### config.mk
export PLATFORM = sky130hd
export DESIGN_NAME = axi_mem_ctrl_fsm
export DESIGN_NICKNAME = d
export VERILOG_FILES = /design/src/source/axi_mem_pkg.sv /design/src/source/axi_mem_ctrl_fsm.sv
export SDC_FILE = /design/constraint.sdc
export NUM_CORES = 1
export LEC_CHECK = 0
export CORE_AREA = 2 2 39 41
export CTS_BUF_LIST = sky130_fd_sc_hd__clkbuf_4
export CTS_CLUSTER_DIAMETER = 50
export CTS_CLUSTER_SIZE = 25
export DETAILED_ROUTE_END_ITERATION = 10
export DIE_AREA = 0 0 41 43
export DONT_BUFFER_PORTS = 1
export MAX_ROUTING_LAYER = met4
export SETUP_SLACK_MARGIN = 0.2
export SKIP_LAST_GASP = 1
export SLEW_MARGIN = 20
export SYNTH_ARGS = -nofsm -noshare
export SYNTH_HDL_FRONTEND = slang
export SYNTH_SLANG_ARGS = --single-unit
### constraint.sdc
create_clock -name clk -period 4.5 [get_ports clk]
set_clock_uncertainty 0.1 [all_clocks]
set_input_delay 0.675 -clock clk [delete_from_list [all_inputs] [get_ports clk]]
set_output_delay 0.675 -clock clk [all_outputs]
set_load 0.01 [all_outputs]
### src/source/axi_mem_pkg.sv
// ------------------------------
// Shared widths, sizes, addresses and types
// for the byte-serial AXI memory slave
// ------------------------------

package axi_mem_pkg;

    // Bus geometry
    localparam int ADDR_W = 32;
    localparam int DATA_W = 32;
    localparam int STRB_W = DATA_W / 8;
    localparam int ID_W   = 4;
    localparam int LANE_W = $clog2(STRB_W);

    // Storage
    localparam int MEM_BYTES  = 4096;
    localparam int MEM_ADDR_W = $clog2(MEM_BYTES);

    // Interrupt register, bit 0 of the address is ignored on decode
    localparam logic [ADDR_W-1:0] IRQ_ADDR = 32'hF000_0100;
    localparam int IRQ_LINES = 16;
    localparam int IRQ_BYTES = IRQ_LINES / 8;

    localparam logic [1:0] RESP_OKAY = 2'b00;

    // ------------------------------
    // Types
    // ------------------------------
    typedef logic [ADDR_W-1:0]     addr_t;
    typedef logic [DATA_W-1:0]     data_t;
    typedef logic [STRB_W-1:0]     strb_t;
    typedef logic [ID_W-1:0]       id_t;
    typedef logic [LANE_W-1:0]     lane_t;
    typedef logic [2:0]            size_t;
    typedef logic [IRQ_LINES-1:0]  irq_t;
    typedef logic [MEM_ADDR_W-1:0] mem_idx_t;

endpackage

### src/source/axi_mem_ctrl_fsm.sv
// ------------------------------
// Channel handshake and byte-step FSM
// ------------------------------

`timescale 1ns/1ps

module axi_mem_ctrl_fsm import axi_mem_pkg::*; (
    input  logic clk,
    input  logic rst_n,

    input  logic arvalid,
    output logic arready,
    input  id_t  arid,
    output logic rvalid,
    input  logic rready,
    output id_t  rid,

    input  logic awvalid,
    output logic awready,
    input  id_t  awid,
    input  logic wvalid,
    output logic wready,
    output logic bvalid,
    input  logic bready,
    output id_t  bid,

    input  logic byte_last,
    output logic ar_take,
    output logic aw_take,
    output logic w_take,
    output logic byte_rd,
    output logic byte_we,
    output logic cnt_clear,
    output logic cnt_step
);

    typedef enum logic [2:0] {
        IDLE,
        WAIT_W,
        WAIT_AW,
        READ,
        WRITE,
        RRESP,
        BRESP
    } state_t;

    state_t state;
    state_t state_nxt;

    // ------------------------------
    // Readies and take strobes
    // ------------------------------
    // Reads win when AR and AW/W show up together
    assign arready = (state == IDLE);
    assign awready = ((state == IDLE) && !arvalid) || (state == WAIT_AW);
    assign wready  = ((state == IDLE) && !arvalid) || (state == WAIT_W);

    assign ar_take = arvalid && arready;
    assign aw_take = awvalid && awready;
    assign w_take  = wvalid && wready;

    // One byte per clock while stepping
    assign byte_rd   = (state == READ);
    assign byte_we   = (state == WRITE);
    assign cnt_clear = ar_take || aw_take;
    assign cnt_step  = byte_rd || byte_we;

    assign rvalid = (state == RRESP);
    assign bvalid = (state == BRESP);

    always_comb begin
        state_nxt = state;
        case (state)
            IDLE: begin
                if (ar_take) begin
                    state_nxt = READ;
                end else if (aw_take && w_take) begin
                    state_nxt = WRITE;
                end else if (aw_take) begin
                    state_nxt = WAIT_W;
                end else if (w_take) begin
                    state_nxt = WAIT_AW;
                end
            end
            WAIT_W:  if (w_take) state_nxt = WRITE;
            WAIT_AW: if (aw_take) state_nxt = WRITE;
            READ:    if (byte_last) state_nxt = RRESP;
            WRITE:   if (byte_last) state_nxt = BRESP;
            RRESP:   if (rready) state_nxt = IDLE;
            BRESP:   if (bready) state_nxt = IDLE;
            default: state_nxt = IDLE;
        endcase
    end

    always_ff @(posedge clk or negedge rst_n) begin
        if (!rst_n) begin
            state <= IDLE;
        end else begin
            state <= state_nxt;
        end
    end

    // IDs are captured with the address
    always_ff @(posedge clk) begin
        if (ar_take) begin
            rid <= arid;
        end
        if (aw_take) begin
            bid <= awid;
        end
    end

endmodule

# After elaboration in Yosys (flattened, before gate mapping)
# Cells that the tools add are included.
# Widths: inputs -> output; s select.
[word_totals] reg_bits=11 in_bits=16 out_inout_bits=20
[classes] n_eq_ne=13 muxes=11 n_reduce_logical=12
[ops] operator="$mux 3" n=10
[ops] operator="$pmux 3 s7" n=1
[ops] operator="$eq 3x3->1 const B" n=3
[ops] operator="$ne 2x2->1 const B" n=4
[ops] operator="$reduce_and 7->1" n=1
[ops] operator="$eq 3x2->1 const B" n=2
[ops] operator="$logic_and 1x1->1" n=5
[ops] operator="$ne 5x1->1 const B" n=1
[ops] operator="$logic_or 1x1->1" n=4
[ops] operator="$ne 2x1->1 const B" n=2
[ops] operator="$eq 3x1->1 const B" n=1
[ops] operator="$logic_not 3->1" n=1
[ops] operator="$logic_not 1->1" n=1

# Depth between registers and ports, before layout
# Gate-level depths: netlist of run 1.
[logic_depth] depth_word=9 depth_mapped=4

# Worst setup path after synthesis of run 1
# Ideal clock, no wire load.
[synth_path] kind="input to output" start="input port arvalid" end="output port cnt_clear" arrival_ps=1822 required_time_ps=3725 slack_ps=1903 path_stages=3 n_path_buf=0 cell_sequence="nor2b_1 -> nor4_1 -> or2_1"
[synth_between] elab_chain_len=5 elab_cells_between_ends=6
[synth_lines] element="from (decl)" line_no="axi_mem_ctrl_fsm.sv:11" text="input logic arvalid,"
[synth_lines] element="$logic_not 1->1" line_no="axi_mem_ctrl_fsm.sv:55" text="assign awready = ((state == IDLE) && !arvalid) || (state == WAIT_AW);"
[synth_lines] element="$logic_and 1x1->1" line_no="axi_mem_ctrl_fsm.sv:55"
[synth_lines] element="$logic_or 1x1->1" line_no="axi_mem_ctrl_fsm.sv:55"
[synth_lines] element="$logic_and 1x1->1" line_no="axi_mem_ctrl_fsm.sv:59" text="assign aw_take = awvalid && awready;"
[synth_lines] element="via aw_take" line_no="axi_mem_ctrl_fsm.sv:29" text="output logic aw_take,"
[synth_lines] element="$logic_or 1x1->1" line_no="axi_mem_ctrl_fsm.sv:65" text="assign cnt_clear = ar_take || aw_take;"
[synth_lines] element="to (decl)" line_no="axi_mem_ctrl_fsm.sv:33" text="output logic cnt_clear,"
# The timed path passes the listed nets, and every way through them passes these cells.

# Worst setup path after layout of run 1
[layout_path] start="register state[0]" end="output port cnt_clear"
[layout_between] elab_cells_between_ends=7
[layout_lines] element="from (decl)" line_no="axi_mem_ctrl_fsm.sv:47" text="state_t state;"
[layout_lines] element="from (signal assigned)" line_no="axi_mem_ctrl_fsm.sv:99" text="state <= state_nxt;"
[layout_lines] element="$logic_not 3->1" line_no="axi_mem_ctrl_fsm.sv:54" text="assign arready = (state == IDLE);"
[layout_lines] element="$logic_and 1x1->1" line_no="axi_mem_ctrl_fsm.sv:58" text="assign ar_take = arvalid && arready;"
[layout_lines] element="via ar_take" line_no="axi_mem_ctrl_fsm.sv:28" text="output logic ar_take,"
[layout_lines] element="$logic_or 1x1->1" line_no="axi_mem_ctrl_fsm.sv:65"
# The timed path passes the listed nets, and every way through them passes these cells.

==> reports/metrics.csv, run 1 <==
metric;value;unit
status;completed;
final setup fails;0;
library cells used by synthesis;26;
Hold Path Depth;0;
main flop type after synthesis;edfxtp_1;
Crit Path Max Fanout;16;
endpoints failing hold;0;
Core Util, Final;0.445;
Hold Path End;bid[3];
crit share post-route;0.633;
synth warn;0;
Yosys top cell by area;edfxtp_1;
Final Wtd Congestion;0.677;
Initial Util;0.407;
Peak VDD IR;0.000265;V
synth-to-layout area growth;9.33;%
Post-Layout Cell Count;68;
pwr dens;698;nW/um^2
Yosys reg bits;11;
fin nets;69;
class of the tightest hold or removal check;in -> reg;
Overall Global Routing Usage;0.170;
Mean Syn Cell Area;11.5;sq um
worst relative slew slack;0.350;
Static Leak;0.222;nW
type of the worst setup path;reg -> out;
post-detailed-routing wire length;1180;microns
drt initial violations;11;
cell area after layout;616;sq um
initial antenna violation count;0;
Worst EP required;3.72;ns
setup TNS;0;ns
RSZ-0062 raised after global routing;false;
Via density;6.34;
Die Wd;41;microns
Slew @ Worst Pin;0.968;ns
clock sink count;11;
largest net degree at the start of global routing;17;
reg2reg end;rid[3];
reg2reg start;state[0];
crit end category;output pin;
CTS tree;done;
setup bufs post-CTS;0;
CTS buffer count;3;
PortBufs;0;
IO Count;36;
CP Launch Type;flop;
wire length per cell;17.4;microns
Syn Inst Count;49;
synth cell count leaders;edfxtp_1 (8), nor2_1 (4), nor3_1 (4);
first-pass GRT wire length;1810;microns
Pre-antenna DRT Iters;4;
Synth top area share;0.427;
share of cells above drive strength 1;0.135;
final-report max-slew violation count;0;
most numerous cell in the Yosys netlist;edfxtp_1;
HP Start;awid[3];
ys async rst share;0.273;
Post-Syn Area;563;sq um
Synth area leaders;edfxtp_1 (43%), dfrtp_1 (13%), nand4bb_1 (4.0%);
vias in the first global route;416;
Rows;14;
minimum clock period;2.85;ns
# diodes;0;
vias;431;
Die Area;1760;sq um
Hold WS;0.398;ns
maximum clock path buffer count;2;
core area;1380;sq um
HPWL Detailed;918;microns
Routed Antenna Nets;0;
FF-to-FF setup slack;2.46;ns
placed insts;63;
residual DRC count;0;
Mapped Nets;65;
fmax;351;MHz
CTS Root Cell;clkbuf_4;
grt total ovfl;0;
R2R cell count;2;
Clk Latency, worst-skew pair;0.27;ns
register area share after synthesis;0.560;
Area after DPL;578;sq um
Clock Pin Slew Worst Setup and Hold Paths;0.07;ns
# Max-Cap Violations;0;
critical path arrival;2.07;ns
H-Tree Depth;1;
number of synthesized flops with an enable pin;8;
Die H;43;microns
routing by layer:
layer	GRT usage	wire [microns]	vias up
met2	0.253	632	33
met5	-	0	-
met1	0.151	380	200
met4	0.140	59	0
li1	-	-	190
met3	0.0838	112	8
state kept, by name, indices dropped and copies added (netlist names):
name	count
bid	4
rid	4
state	3
worst max-delay path by stage:
stage	slack, ns	start	end	cells past startpoint
2_1_floorplan	1.90	arvalid	cnt_clear	3
3_3_place_gp	2.01	state[0]	cnt_clear	3
3_5_place_dp	1.93	state[0]	cnt_clear	3
4_1_cts	1.62	state[0]	cnt_clear	3
5_1_grt	1.45	state[0]	cnt_clear	3
6_report	1.65	state[0]	cnt_clear	3
stage by stage:
stage	worst slack [ns]	total power, mW
after global placement	2.01	0.354
after global routing	1.45	0.463
after floorplan	1.90	0.334
final	1.65	0.430
after detailed placement	1.93	0.367
after CTS	1.62	0.433
worst max-delay path, cell delays in order, from the launching register on:
cell and delay [ns]:
dfrtp_1 0.55, nand2b_1 0.25, nor3_1 0.75, or2_1 0.25
cells in the final DEF (no fill, tap or decap):
cell	Yosys	routed
mux2_4	1	1
a221oi_1	1	1
nor3b_1	2	2
and3_1	1	1
nand2b_1	2	2
nor4_1	1	1
o21a_1	1	1
inv_1	3	3
and2_1	1	1
a211oi_1	1	1
or2_1	1	1
a22o_1	1	1
dfrtp_1	3	3
nand4bb_1	2	2
nor2_1	4	4
o31ai_1	1	1
o21ai_0	1	1
o211a_4	1	1
buf_4	0	1
clkinv_2	0	1
dlygate4sd3_1	0	1
nor2b_1	1	1
o22ai_1	3	3
clkbuf_4	0	3
o211ai_1	1	1
nor3_1	4	4
nand2_1	1	1
edfxtp_1	8	8
cell type report:
class / count / area (sq um)
Sequential cell: 11 / 315
Clock buffer: 3 / 22.5
Tap cell: 16 / 20.0
Multi-Input combinational cell: 32 / 224
Clock inverter: 1 / 5.00
Timing Repair Buffer: 2 / 17.5
Inverter: 3 / 11.3
Fill cell: 140 / 768
where the power goes:
part / total, mW / switching (mW) / internal [mW]
registers: 0.200 / 0.0618 / 0.138
clock network: 0.0638 / 0.0310 / 0.0328
logic: 0.166 / 0.0926 / 0.0734
total: 0.430 / 0.185 / 0.244
logic make-up (layout without fill, tap and decap cells):
kind of cell	count (synthesis)	count (layout)	synth area share
AND/OR/NAND/NOR	20	20	0.213
AO/OA/AOI/OAI	11	11	0.158
flip-flops	11	11	0.560
buffers and inverters	6	9	0.0422
multiplexers	1	1	0.0267
timing repair:
action                    4_1_cts  5_1_grt
hold endpoints to repair        3        0
gates resized for setup         0        0
hold buffers                    1        0
Note: power is estimated with default switching activity, not from simulation.
==> run 2: changes to the inputs <==
--- a/config.mk
+++ b/config.mk
@@ -5,12 +5,13 @@
 export SDC_FILE = /design/constraint.sdc
 export NUM_CORES = 1
 export LEC_CHECK = 0
-export CORE_AREA = 2 2 39 41
+export ABC_AREA = 1
+export CORE_MARGIN = 2
+export CORE_UTILIZATION = 46
 export CTS_BUF_LIST = sky130_fd_sc_hd__clkbuf_4
 export CTS_CLUSTER_DIAMETER = 50
 export CTS_CLUSTER_SIZE = 25
 export DETAILED_ROUTE_END_ITERATION = 10
-export DIE_AREA = 0 0 41 43
 export DONT_BUFFER_PORTS = 1
 export MAX_ROUTING_LAYER = met4
 export SETUP_SLACK_MARGIN = 0.2
==> constraint.sdc (replaced) <==
create_clock -name clk -period 2.3 [get_ports clk]
set_clock_uncertainty 0.1 [all_clocks]
set_input_delay 0.345 -clock clk [delete_from_list [all_inputs] [get_ports clk]]
set_output_delay 0.345 -clock clk [all_outputs]
set_load 0.01 [all_outputs]
==> run 2 against run 1 <==
Sequential share of layout area decreased by 8.4 points; sequential power increased by 86%; worst setup slack got worse by 1.3 ns; design area increased by 20%; largest power group is now combinational logic; critical path type unchanged; final cell count increased by 41%; non-clock buffer count unchanged; critical path depth increased by 2.
==> reports/metrics.csv, run 2 <==
metric;value;unit;change
first-pass GRT wire length;2150;microns;+19%
Clk Latency, worst-skew pair;0.26;ns;about the same
Mapped Nets;93;;+43%
minimum clock period;1.93;ns;
Final Wtd Congestion;0.806;;+19%
number of synthesized flops with an enable pin;8;;unchanged
Via density;5.21;;-18%
commonest non-fill, non-tap cell in the layout;inv_1;;
# diodes;0;;unchanged
residual DRC count;0;;unchanged
H-Tree Depth;1;;unchanged
Yosys reg bits;11;;unchanged
post-detailed-routing wire length;1350;microns;+14%
Area after DPL;696;sq um;+20%
worst relative slew slack;0.698;;+0.348
grt total ovfl;0;;unchanged
register area share after synthesis;0.456;;-0.104
clock sink count;11;;unchanged
Syn Inst Count;77;;+57%
ys async rst share;0.273;;unchanged
Pre-antenna DRT Iters;4;;unchanged
Top Registers;bid: 4 flops, rid: 4 flops, state: 3 flops;;
synth cell count leaders;inv_1 (16), nand2_1 (13), edfxtp_1 (8);;
setup bufs post-CTS;0;;unchanged
IO Count;36;;unchanged
Core Util, Final;0.545;;+0.100
status;completed;;
vias in the first global route;478;;+15%
maximum clock path buffer count;2;;unchanged
endpoints failing hold;0;;unchanged
critical path arrival;1.48;ns;-0.59 ns
largest net degree at the start of global routing;10;;-7
most numerous cell in the Yosys netlist;inv_1;;
share of cells above drive strength 1;0.284;;+0.149
HPWL Detailed;1150;microns;+26%
library cells used by synthesis;22;;-15%
PortBufs;0;;unchanged
initial antenna violation count;0;;unchanged
Die Area;1830;sq um;+3.8%
vias;500;;+16%
drt initial violations;18;;+7
synth-to-layout area growth;6.33;%;
commonest non-fill, non-tap cells in the layout;inv_1 (16), nand2_1 (13), edfxtp_1 (8), nand3_1 (7);;
core area;1350;sq um;-2.4%
Die Wd;42.8;microns;+4.4%
crit share post-route;0.838;;
# Max-Cap Violations;0;;unchanged
WL met2;705;microns;+12%
Slowest Stage Delay on Critical Path;0.54;ns;-0.21 ns
fin nets;98;;+42%
Die H;42.8;microns;-0.50%
final setup fails;0;;unchanged
CTS buffer count;3;;unchanged
Mean Syn Cell Area;8.99;sq um;-22%
class of the tightest hold or removal check;in -> reg;;
Yosys top cell by area;edfxtp_1;;
Clock Pin Slew Worst Setup and Hold Paths;0.07;ns;about the same
Post-Syn Area;692;sq um;+23%
Crit Path Max Fanout;8;;-8
Worst EP required;1.86;ns;-1.86 ns
Synth area leaders;edfxtp_1 (35%), dfrtp_1 (11%), inv_1 (8.7%);;
CTS tree;done;;
met3 WL;67;microns;-40%
Fill cells;129;;-7.9%
Rows;13;;-1
wire length per cell;14.1;microns;-19%
met1 WL;567;microns;+49%
Overall Global Routing Usage;0.164;;-0.00616
pwr dens;1410;nW/um^2;+100%
main flop type after synthesis;edfxtp_1;;
type of the worst setup path;reg -> out;;
Slew @ Worst Pin;0.453;ns;-0.515 ns
Routed Antenna Nets;0;;unchanged
setup TNS;0;ns;unchanged
Synth top area share;0.347;;-0.0795
Peak VDD IR;0.000591;V;+120%
crit end category;output pin;;
CP Launch Type;flop;;
Cell Chain, Critical Path;nor2_8 > nand2_1 > inv_1 > nand2_1 > inv_1;;
CTS Root Cell;clkbuf_4;;
final-report max-slew violation count;0;;unchanged
Initial Util;0.513;;+0.106
Worst path slowest cell;dfrtp_1;;
synth warn;0;;unchanged
cell area after layout;736;sq um;+20%
RSZ-0062 raised after global routing;false;;
uppermost layer routed;met4;;
Static Leak;0.379;nW;+71%
fmax;519;MHz;
==> run 2: changes by cell type after synthesis, sizes merged, moves of 2 or more <==
cell | previous run | this run
nand2 | 1 | 18
inv | 3 | 18
nand3 | 0 | 11
nand4 | 0 | 3
nor2 | 4 | 7
o22ai | 3 | 0
a21oi | 0 | 2
clkbuf | 2 | 0
nand2b | 2 | 0
nand4bb | 2 | 0
nor3 | 4 | 2
nor3b | 2 | 0
==> run 2: area by class of cell <==
cell class	instances	area, sq um	share of cell area
repair buffers	2	17.5	0.0238
clock buffers	4	30.0	0.0408
multi-input cells	46	287	0.389
flip-flops and latches	11	315	0.429
inverters	18	67.6	0.0918
well taps	15	18.8	0.0255
==> run 2: kinds of logic after synthesis <==
group	count (synthesis)	share of synthesized area
and+or+nand+nor	42	0.380
buffers and inverters	20	0.130
AOI/OAI and AO/OA	4	0.0343
DFF	11	0.456
==> run 2: stage by stage <==
step | worst slack, ns | hold slack, ns | instances | total power [mW]
3_3_place_gp | 0.679 | -0.0505 | 91 | 0.903
6_report | 0.374 | 0.0801 | 96 | 1.03
4_1_cts | 0.348 | 0.0726 | 96 | 1.05
5_1_grt | 0.251 | 0.0654 | 96 | 1.12
2_1_floorplan | 0.658 | -0.0506 | 77 | 0.845
3_5_place_dp | 0.642 | -0.0505 | 91 | 0.905
==> run 2: power breakdown <==
part | internal (mW) | switching (mW) | leakage (nW) | total [mW]
combinational | 0.172 | 0.355 | 0.250 | 0.527
clock | 0.0787 | 0.0579 | 0.0184 | 0.137
sequential | 0.277 | 0.0938 | 0.111 | 0.371
==> run 2: timing repair <==
| item | 4_1_cts | 5_1_grt |
|---|---|---|
| setup endpoints to repair | 0 | 0 |
| hold endpoints to repair | 3 | 0 |
| resized for setup | 0 | 0 |
| hold buffers | 1 | 0 |
==> run 2: metal layers <==
| layer | vias up | GRT usage |
|---|---|---|
| met4 | 0 | 0.0375 |
| met3 | 2 | 0.0426 |
| li1 | 254 | - |
| met2 | 23 | 0.255 |
| met1 | 221 | 0.213 |
| met5 | - | - |
==> run 2: worst paths after layout <==
check,startpoint,endpoint,slack (ns),cells after the start
min reg2reg,state[2],state[2],0.61,2
min in group asynchronous,rst_n,state[1],0.24,1
max in group asynchronous,rst_n,state[0],1.72,1
max reg2reg,state[0],rid[0],0.67,5
min,awid[3],bid[3],0.08,0
max,state[0],ar_take,0.37,5
==> run 2: worst max-delay path, delay by kind of cell, from the launching register on <==
family                 cells  cell delay (ns)
buffers and inverters      2             0.32
AND/OR/NAND/NOR            3             0.36
flip-flops                 1             0.54
