[src/source/axi_mem_pkg.sv]
// ------------------------------
// Shared widths, sizes, addresses and types
// for the byte-serial AXI memory slave
// ------------------------------

package axi_mem_pkg;

    // Bus geometry
    localparam int ADDR_W = 32;
    localparam int DATA_W = 32;
    localparam int STRB_W = DATA_W / 8;
    localparam int ID_W   = 4;
    localparam int LANE_W = $clog2(STRB_W);

    // Storage
    localparam int MEM_BYTES  = 4096;
    localparam int MEM_ADDR_W = $clog2(MEM_BYTES);

    // Interrupt register, bit 0 of the address is ignored on decode
    localparam logic [ADDR_W-1:0] IRQ_ADDR = 32'hF000_0100;
    localparam int IRQ_LINES = 16;
    localparam int IRQ_BYTES = IRQ_LINES / 8;

    localparam logic [1:0] RESP_OKAY = 2'b00;

    // ------------------------------
    // Types
    // ------------------------------
    typedef logic [ADDR_W-1:0]     addr_t;
    typedef logic [DATA_W-1:0]     data_t;
    typedef logic [STRB_W-1:0]     strb_t;
    typedef logic [ID_W-1:0]       id_t;
    typedef logic [LANE_W-1:0]     lane_t;
    typedef logic [2:0]            size_t;
    typedef logic [IRQ_LINES-1:0]  irq_t;
    typedef logic [MEM_ADDR_W-1:0] mem_idx_t;

endpackage

[src/source/byte_counter.sv]
// ------------------------------
// Byte lane counter for one access
// ------------------------------

`timescale 1ns/1ps

module byte_counter import axi_mem_pkg::*; (
    input  logic  clk,
    input  logic  rst_n,
    input  logic  cnt_clear,
    input  logic  cnt_step,
    input  lane_t start_lane,
    input  size_t size,
    output lane_t lane,
    output logic  byte_last
);

    lane_t      offset;
    logic [7:0] size_bytes;

    always_ff @(posedge clk or negedge rst_n) begin
        if (!rst_n) begin
            offset <= '0;
        end else if (cnt_clear) begin
            offset <= '0;
        end else if (cnt_step) begin
            offset <= offset + lane_t'(1);
        end
    end

    assign lane = start_lane + offset;

    // Sizes wider than the bus stop at the top lane
    assign size_bytes = 8'd1 << size;
    assign byte_last  = (8'(offset) == (size_bytes - 8'd1)) || (lane == lane_t'(STRB_W - 1));

endmodule

[config.mk]
export PLATFORM = sky130hd
export DESIGN_NAME = byte_counter
export DESIGN_NICKNAME = d
export VERILOG_FILES = /design/src/source/axi_mem_pkg.sv /design/src/source/byte_counter.sv
export SDC_FILE = /design/constraint.sdc
export NUM_CORES = 1
export LEC_CHECK = 0
export BUFFER_PORTS_ARGS = -buffer_cell sky130_fd_sc_hd__buf_2
export CORE_AREA = 3 3 40 42
export CTS_CLUSTER_DIAMETER = 100
export DETAILED_ROUTE_END_ITERATION = 6
export DIE_AREA = 0 0 43 45
export SKIP_LAST_GASP = 1
export SLEW_MARGIN = 20
export SYNTH_ARGS = -nofsm -noshare
export SYNTH_HDL_FRONTEND = slang
export SYNTH_SLANG_ARGS = --single-unit
[constraint.sdc]
create_clock -name clk -period 1.6 [get_ports clk]
set_input_delay 0.32 -clock clk [delete_from_list [all_inputs] [get_ports clk]]
set_output_delay 0.32 -clock clk [all_outputs]
set_load 0.005 [all_outputs]
**After elaboration in Yosys (flattened, before gate mapping)**

Cells that the tools add are included.

- $add $sub $neg: 3
- Eq/ne operators: 2
- Shifts and indexed selects: 1
- Multiplexer cells: 2
- Reduce and logical (&&, ||, !) cells: 2

Operators by type and width:

| operator | count |
|---|---|
| $eq A2 B8 Y1 | 1 |
| $shl A1 B3 Y8 const A | 1 |
| $sub A8 B1 Y8 const B | 1 |
| $mux W2 | 2 |
| $add A2 B1 Y2 const B | 1 |
| $add A2 B2 Y2 | 1 |
| $eq A2 B2 Y1 const B | 1 |
| $reduce_bool A2 Y1 | 1 |
| $logic_or A1 B1 Y1 | 1 |

- Flip-flop bits (word level): 2
- Input port bits: 9

**Depth between registers and ports, before layout**

Gate-level depths: netlist of the first run.

- Depth in word-level cells: 4
- Gate-level depth with buffers: 4
- Mapped depth without buffers: 4

**Worst setup path after synthesis of the first run**

Ideal clock, no wire load.

- Path type: reg2out
- Start point: register offset[0]
- End point: output byte_last
- Arrival time: 1.103 ns
- Required time: 1.280 ns
- Slack: 0.177 ns
- Cell stages (with the launch flop): 5
- Cell sequence: dfrtp_1 ha_1 xnor2_1 xnor2_1 o2bb2ai_1

- Word-level cells in the longest chain between the ends: 3
- Elaborated cells between the ends (all ways): 4
- Classes of those cells: add/sub (1); eq/ne (2); reduce/logical (1)

RTL lines:

| element | RTL line | text |
|---|---|---|
| from (decl) | byte_counter.sv:18 | `lane_t offset;` |
| from (signal assigned) | byte_counter.sv:27 | `offset <= offset + lane_t'(1);` |
| $add A2 B2 Y2 | byte_counter.sv:31 | `assign lane = start_lane + offset;` |
| via lane[1] | byte_counter.sv:14 | `output lane_t lane,` |
| $eq A2 B2 Y1 | byte_counter.sv:35 | `assign byte_last = (8'(offset) == (size_bytes - 8'd1)) \|\| (lane == lane_t'(STRB_W - 1));` |
| $logic_or A1 B1 Y1 | byte_counter.sv:35 |  |
| to (decl) | byte_counter.sv:15 | `output logic byte_last` |

The timed path passes the listed nets, and every way through them passes these cells.

**Worst setup path in the final report of the first run**

- Start point: register offset[0]
- End point: output byte_last

- Word-level cells in the longest chain between the ends: 3
- Elaborated cells between the ends (all ways): 4
- Classes of those cells: add/sub (1); eq/ne (2); reduce/logical (1)

RTL lines:

| element | RTL line |
|---|---|
| $add A2 B2 Y2 | byte_counter.sv:31 |
| $eq A2 B2 Y1 | byte_counter.sv:35 |
| $logic_or A1 B1 Y1 (*) | byte_counter.sv:35 |

Mark *: on every way between the ends. The rest lies on a longest branch, timed or not.

==> impl_metrics.ini, run 1 <==
[yosys]
ys_ff_latch = 2
ys_warn_count = 0
ys_seq_area_frac = 0.331
syn-num-nets = 25
syn-mean-instance-area_um2 = 10.1
syn_inst = 15
netlist-cell-type-count = 11
synthesis.area_um2 = 151

[sta]
fmaxAchievable_mhz = 597
whs_ns = 0.259
slew_viol_final = 0
fin_crit_sh = 1.05
setup_viol = 1
finClkSkew_ns = 0.00480
max_slew_margin = 0.803
timing.final.ws_setup_ns = -0.0764
grt_setup_unrepaired = true
period_minus_slack_ns = 1.68
tightest_slew_ns = 0.295
finalHoldViolations = 0

[floorplan]
io_pins = 12
core-area_um2 = 1280
die_area_um2 = 1940
rows = 13
initial_core_util = 0.118
die_x_um = 43
dieHeight_um = 45

[finish]
finalNonFillerCells = 47
drive_gt1_frac = 0.656
regMostFlops = offset
final_core_util = 0.261
synthToLayoutAreaGrowth_pct = 121
nets = 44
reg_top3 = offset x2
largest_reg_flops = 2
n_antenna_cell = 0

[run]
maxCapViolCount = 0

[global_route]
grt_pass1_wl_um = 731
grt_pass1_vias = 178
track_usage = 0.0608
antenna_found_initial = 0
overflow = 0
grt_max_degree = 6

[clocking]
clock_sinks = 2
worstSkewPairLatency_ns = 0.23
cts.reportedPaths.clkPinSlew_ns = 0.03
cts_buffer_depth = 2
cts_root_buffer = clkbuf_4
cts_tree = done
cts_made_buffers = 3
h-tree-depth = 1

[power_and_ir_drop]
peakVddDrop_mv = 0.174
power_density_nw_per_um2 = 809
p_leak_nw = 0.153
power_w = 0.000271

[worst_setup_path]
path_buf_inv = 1
crit_path_cell_trace = ha_4, xnor2_4, xnor2_2, o2bb2ai_1, buf_2
max_stage_delay_ns = 0.41
arrival_ns = 1.36
cpMaxStageDelayCell = dfrtp_1
worstPathMaxFanout = 2
path_class = flop to output port
crit_family = flip-flops
cp_data_required_time_ns = 1.28
end_kind = output port
startpoint_type = flop

[detailed_routing]
vias = 187
routed_wl_um = 468
drt-initial-drc-count = 2
drcViolationCount = 0
ant_nets = 0
firstDrtPassIters = 2
wl_per_cell_um = 9.96
vias_per_cell = 3.98

[placed_design]
port_buffers = 11
placed_cells = 42
pre_cts_slack_ns = 0.0876
place_congestion = 0.557

[outcome]
failed_checks = negative setup slack
outcome = finished with violations

[hold_path]
hold_path.class = input pin to flop
==> through the flow <==
stage / setup TNS [ns] / cell area (um^2)
after floorplan: 0 / 151
after global routing: -0.220 / 335
after detailed placement: 0 / 233
after CTS: -0.115 / 275
after global placement: 0 / 233
final: -0.0764 / 335
==> cells in the mapped netlist <==
library cell,instances,area [um^2]
and4b_1,1,10.0
nor2_1,2,7.51
dfrtp_1,2,50.1
nand2_1,1,3.75
o2bb2ai_1,1,8.76
nor4_1,1,6.26
xnor2_1,3,26.3
and4bb_1,1,12.5
ha_1,1,12.5
nor3_1,1,5.00
xor2_1,1,8.76
==> cell families (layout without fill, tap and decap cells) <==
kind of cell	after synthesis	in the layout	synth area share
AND/OR/NAND/NOR	7	7	0.297
AO/OA/AOI/OAI	1	1	0.0579
buffers and inverters	0	17	0
adder cells (fa/ha/maj)	1	1	0.0826
XOR/XNOR	4	4	0.231
flip-flops	2	2	0.331
==> worst reg2reg max path: stages, from the launching register on <==
cell     delay (ns)
dfrtp_1        0.41
buf_6          0.14
buf_4          0.13
nand2_1        0.06
xor2_1         0.14
nor2_1         0.05
==> cell type report <==
cell class	count	area [um^2]
fillers	147	950
well taps	15	18.8
clock buffers	3	22.5
flip-flops and latches	2	50.0
multi-input cells	13	160
repair buffers	14	83.8
==> per-layer routing <==
| metal | up-vias | GRT usage | wire [um] |
|---|---|---|---|
| li1 | 91 | - | - |
| met1 | 80 | 0.0530 | 150 |
| met2 | 12 | 0.0749 | 223 |
| met3 | 4 | 0.0319 | 69 |
| met4 | 0 | 0.108 | 25 |
| met5 | - | 0 | 0 |
==> what timing repair did <==
action                                  CTS  global route
hold endpoints to repair                  2             0
endpoints found under the setup margin    2             2
hold buffers                              1             0
buffers inserted                          0             1
pin swaps                                 4             6
gates resized for setup                   2             7
==> where the power goes <==
group          switching (W)  internal, W
Combinational      0.0000357    0.0000577
Sequential        0.00000864    0.0000556
Clock              0.0000307    0.0000829
Total              0.0000750     0.000196
==> cell usage in the layout (no fill, tap or decap) <==
cell	Yosys	routed
buf_6	0	1
dfrtp_1	2	2
xnor2_4	0	1
dlygate4sd3_1	0	1
clkbuf_4	0	3
nand2_1	1	1
and4bb_1	1	1
buf_4	0	1
xor2_1	1	1
nor4_4	0	1
o2bb2ai_1	1	1
buf_2	0	11
and4b_1	1	1
nor2_1	2	2
xnor2_1	3	1
xnor2_2	0	1
nor3_2	0	1
ha_4	0	1
==> final timing paths <==
check / start / end / slack, ns / cells after the start
min reg2reg: offset[1]$_DFFE_PN0P_ / offset[1]$_DFFE_PN0P_ / 0.72 / 2
max in group asynchronous: rst_n / offset[1]$_DFFE_PN0P_ / 1.09 / 2
max: offset[0]$_DFFE_PN0P_ / byte_last / -0.08 / 5
max reg2reg: offset[0]$_DFFE_PN0P_ / offset[1]$_DFFE_PN0P_ / 0.55 / 5
min: cnt_clear / offset[0]$_DFFE_PN0P_ / 0.26 / 2
min in group asynchronous: rst_n / offset[0]$_DFFE_PN0P_ / 0.41 / 2
No activity file was read; power rests on OpenSTA's default activity.
==> inputs of run 2 (changes only) <==
- CELL_PAD_IN_SITES_DETAIL_PLACEMENT: unset -> 2
- CELL_PAD_IN_SITES_GLOBAL_PLACEMENT: unset -> 2
- PLACE_DENSITY_LB_ADDON: unset -> 0.1
==> run 2 against run 1 <==
The flow still finishes with violations (negative setup slack). Non-clock buffer count down 1. Final area down 12%. First-iteration DRC count down 100%. Maximum frequency up 0.64%. Flip-flop and latch count unchanged. Worst setup slack better by 0.011 ns. Sequential share of layout area up 2.4 points. Worst hold slack better by 0.0050 ns. Wire length down 2.4%. Utilization down 3.0 points.
==> impl_metrics.ini, run 2 (same netlist as run 1, synthesis figures left out) <==
[outcome]
outcome = finished with violations
failed_checks = negative setup slack

[hold_path]
hold_path.class = input pin to flop
min_to = offset[0]$_DFFE_PN0P_
hold_depth = 2
holdCritStartpoint = cnt_clear

[finish]
synthToLayoutAreaGrowth_pct = 95.9
fin_area_um2 = 297
drive_gt1_frac = 0.645
multi_input_area_um2 = 131
largest_reg_flops = 2
regArea_um2 = 51.3
reg_top3 = offset x2
mostFrequentLayoutCell = buf_2
finalNonFillerCells = 46
nets = 43
n_antenna_cell = 0
regMostFlops = offset
fillers = 149
final_cell_mix = buf_2 (11), clkbuf_4 (3), xnor2_1 (2), nor2_1 (2)

[global_route]
grt_pass1_vias = 199
grt_max_degree = 6
track_usage = 0.0632
overflow = 0
grt_pass1_wl_um = 848
antenna_found_initial = 0

[clocking]
cts_tree = done
worstSkewPairLatency_ns = 0.22
cts.reportedPaths.clkPinSlew_ns = 0.03
cts_buffer_depth = 2
h-tree-depth = 1
cts_root_buffer = clkbuf_4
clock_sinks = 2
cts_made_buffers = 3

[placed_design]
pre_cts_slack_ns = 0.0903
placed_cells = 42
dp_hpwl_um = 373
place_congestion = 0.630
place_area_um2 = 233
port_buffers = 11

[detailed_routing]
wl_per_cell_um = 9.93
ant_nets = 0
drt-initial-drc-count = 0
vias_per_cell = 4.02
firstDrtPassIters = 1
vias = 185
drcViolationCount = 0
routed_wl_um = 457

[floorplan]
core-area_um2 = 1280
rows = 13
die_area_um2 = 1940
die_x_um = 43
dieHeight_um = 45
io_pins = 12
initial_core_util = 0.118

[worst_setup_path]
timing.rr.end = offset[1]$_DFFE_PN0P_
cp_data_required_time_ns = 1.28
worstPathMaxFanout = 2
startpoint_type = flop
arrival_ns = 1.35
path_class = flop to output port
r2r-start = offset[0]$_DFFE_PN0P_
reg2reg_depth = 4
end_kind = output port
r2r_setup_slack_ns = 0.65

[power_and_ir_drop]
power_density_nw_per_um2 = 841
peakVddDrop_mv = 0.352
p_leak_nw = 0.138
power_w = 0.000250

[sta]
setup_viol = 1
grt_setup_unrepaired = true
fin_crit_sh = 1.04
finalHoldViolations = 0
max_slew_margin = 0.865
timing.final.ws_setup_ns = -0.0658
period_minus_slack_ns = 1.67
slew_viol_final = 0
whs_ns = 0.264
fmaxAchievable_mhz = 600
tightest_slew_ns = 0.201
finClkSkew_ns = 0.00461

[run]
maxCapViolCount = 0
run 2: layout make-up:
type / instances / area share
Clock buffer: 3 / 0.0759
Multi-Input combinational cell: 13 / 0.443
Sequential cell: 2 / 0.173
Tap cell: 15 / 0.0633
Timing Repair Buffer: 13 / 0.245
run 2: worst max-delay path: stages, from the launching register on:
cell and delay [ns]:
dfrtp_1 0.38, ha_2 0.19, xnor2_2 0.13, xnor2_1 0.17, o2bb2ai_1 0.13, buf_2 0.12
run 2: worst max-delay path by stage:
stage                                from   endpoint  slack [ns]  cells after the start
finish              offset[0]$_DFFE_PN0P_  byte_last       -0.07                      5
global route        offset[0]$_DFFE_PN0P_  byte_last       -0.14                      5
CTS                 offset[0]$_DFFE_PN0P_  byte_last       -0.11                      5
detailed placement          start_lane[0]  byte_last        0.09                      6
global placement            start_lane[0]  byte_last        0.11                      6
floorplan           offset[0]$_DFFE_PN0P_  byte_last        0.18                      4
run 2: repair_timing:
action	in CTS	in global routing
pin swaps	4	3
gates resized for setup	3	3
hold buffers	1	0
setup endpoints to repair	2	2
hold endpoints to repair	2	0
setup buffers	0	0
run 2: report_power, final:
part | internal [W] | switching [W]
Sequential | 0.0000561 | 0.00000648
Clock | 0.0000827 | 0.0000281
Combinational | 0.0000440 | 0.0000322
run 2: layer usage:
layer  wire [um]  global-route usage  vias up
li1            -                   -       87
met3          71              0.0239        0
met1         176              0.0697       87
met4           0              0.0723        0
met5           0                   0        -
met2         209              0.0868       11
run 2: stage by stage:
| stage | utilization | setup TNS, ns |
|---|---|---|
| 2_1_floorplan | - | 0 |
| 3_3_place_gp | 0.181 | 0 |
| 3_5_place_dp | 0.181 | 0 |
| 4_1_cts | 0.219 | -0.113 |
| 5_1_grt | 0.231 | -0.182 |
| 6_report | 0.231 | -0.0658 |
==> inputs of run 3 (changes only) <==
--- a/config.mk
+++ b/config.mk
@@ -14,4 +14,5 @@
 export DIE_AREA = 0 0 43 45
 export PLACE_DENSITY_LB_ADDON = 0.1
+export REMOVE_ABC_BUFFERS = 1
 export SKIP_LAST_GASP = 1
 export SLEW_MARGIN = 20
@@ -19,2 +20,3 @@
 export SYNTH_HDL_FRONTEND = slang
 export SYNTH_SLANG_ARGS = --single-unit
+export TNS_END_PERCENT = 10
==> constraint.sdc (replaced) <==
create_clock -name clk -period 1.6 [get_ports clk]
set_input_delay 0.4 -clock clk [delete_from_list [all_inputs] [get_ports clk]]
set_output_delay 0.4 -clock clk [all_outputs]
set_load 0.005 [all_outputs]
==> run 3 against run 2 <==
The run still ends with negative setup slack left. Utilization rose by 1.2 points. First-iteration DRC count increased by 1. Final area rose by 5.1%. Critical endpoint unchanged. Largest power group unchanged.
==> impl_metrics.ini, run 3 (same netlist as run 1, synthesis figures left out) <==
[finish]
synthToLayoutAreaGrowth_pct = 106
fillers = 139
mostFrequentLayoutCell = buf_2
n_antenna_cell = 0
regMostFlops = offset
nets = 44
reg_top3 = offset x2
fin_area_um2 = 312
final_cell_mix = buf_2 (11), clkbuf_4 (3), xnor2_2 (2), nor2_1 (2), buf_4 (2)
finalNonFillerCells = 47
largest_reg_flops = 2
drive_gt1_frac = 0.688

[clocking]
clock_sinks = 2
h-tree-depth = 1
cts_made_buffers = 3
worstSkewPairLatency_ns = 0.22
cts.reportedPaths.clkPinSlew_ns = 0.03
cts_tree = done
cts_buffer_depth = 2
cts_root_buffer = clkbuf_4

[sta]
fin_crit_sh = 1.10
max_slew_margin = 0.849
setup_viol = 2
tightest_slew_ns = 0.224
whs_ns = 0.353
grt_setup_unrepaired = true
slew_viol_final = 0
fmaxAchievable_mhz = 568
period_minus_slack_ns = 1.76
timing.final.ws_setup_ns = -0.161
finClkSkew_ns = 0.00310
finalHoldViolations = 0

[power_and_ir_drop]
combinationalPowerShare = 0.343
power.internal_w = 0.000191
p_leak_nw = 0.148
switchingPower_w = 0.0000678
p_seq_frac = 0.244
power_density_nw_per_um2 = 831
swShare = 0.262
peakVddDrop_mv = 0.321
p_clk_frac = 0.413
power_w = 0.000259

[placed_design]
place_area_um2 = 233
place_congestion = 0.630
port_buffers = 11
placed_cells = 42

[detailed_routing]
wl_per_cell_um = 12.3
vias_per_cell = 4.06
routed_wl_um = 579
drcViolationCount = 0
firstDrtPassIters = 4
ant_nets = 0
drt-initial-drc-count = 1
vias = 191

[worst_setup_path]
reg2reg_depth = 4
timing.rr.end = offset[1]$_DFFE_PN0P_
arrival_ns = 1.36
worstPathMaxFanout = 5
end_kind = output port
cp_data_required_time_ns = 1.20
r2r_setup_slack_ns = 0.67
startpoint = offset[0]$_DFFE_PN0P_
startpoint_type = flop
endpoint = byte_last
r2r-start = offset[0]$_DFFE_PN0P_
path_class = flop to output port

[floorplan]
rows = 13
die_x_um = 43
core-area_um2 = 1280
io_pins = 12
die_area_um2 = 1940
initial_core_util = 0.118
dieHeight_um = 45

[global_route]
grt_max_degree = 6
antenna_found_initial = 0
overflow = 0
grt_pass1_wl_um = 848
track_usage = 0.0649
grt_pass1_vias = 202

[hold_path]
hold_path.class = input pin to flop
holdCritStartpoint = cnt_clear
hold_depth = 2

[outcome]
outcome = finished with violations
failed_checks = negative setup slack

[run]
maxCapViolCount = 0
==> run 3: cell types whose count changed in the layout (fill, tap and decap cells not counted) <==
| cell | delta |
|---|---|
| buf_4 | +1 |
| xnor2_2 | +1 |
| xnor2_1 | -1 |
==> run 3: critical path, cell delays in order (launching register included) <==
cell and delay (ns):
dfrtp_1 0.38, buf_4 0.17, and4bb_1 0.21, nor3_2 0.18, o2bb2ai_1 0.08, buf_2 0.12
==> run 3: power by group through the flow <==
stage	clock [W]	combinational [W]	sequential (W)
floorplan	0	0.0000312	0.0000618
global placement	0	0.0000645	0.0000617
detailed placement	0	0.0000666	0.0000618
CTS	0.000113	0.0000744	0.0000616
global route	0.000121	0.0000987	0.0000643
finish	0.000107	0.0000887	0.0000631
==> run 3: metrics by stage <==
stage / TNS [ns] / worst slack [ns] / utilization
5_1_grt: -0.425 / -0.231 / 0.242
3_5_place_dp: -0.0802 / -0.0802 / 0.181
6_report: -0.280 / -0.161 / 0.242
4_1_cts: -0.292 / -0.203 / 0.219
2_1_floorplan: 0 / 0.0973 / -
3_3_place_gp: -0.0454 / -0.0454 / 0.181
==> run 3: how the worst min path moves through the flow <==
stage | endpoint | slack [ns]
CTS | offset[0]$_DFFE_PN0P_ | 0.35
detailed placement | offset[1]$_DFFE_PN0P_ | 0.19
floorplan | offset[0]$_DFFE_PN0P_ | 0.10
global route | offset[0]$_DFFE_PN0P_ | 0.36
finish | offset[0]$_DFFE_PN0P_ | 0.35
global placement | offset[1]$_DFFE_PN0P_ | 0.18
==> run 3: repair_timing <==
action,in CTS,in global routing
endpoints found under the hold margin,2,0
hold buffers,1,0
pin swaps,4,4
endpoints found under the setup margin,2,2
gates resized for setup,3,4
buffers inserted,0,1
==> run 3: area by class of cell <==
class | instances | area (um^2) | share of cell area
multi-input combinational | 13 | 139 | 0.446
timing repair buffer | 14 | 80.1 | 0.257
tap | 15 | 18.8 | 0.0602
sequential | 2 | 51.3 | 0.165
clock buffer | 3 | 22.5 | 0.0723
==> run 3: layer usage <==
metal / up-vias / wire length [um] / GRT usage
li1: 90 / - / -
met1: 90 / 210 / 0.0649
met5: - / 0 / 0
met4: 0 / 0 / 0.0361
met2: 11 / 294 / 0.102
met3: 0 / 74 / 0.0438
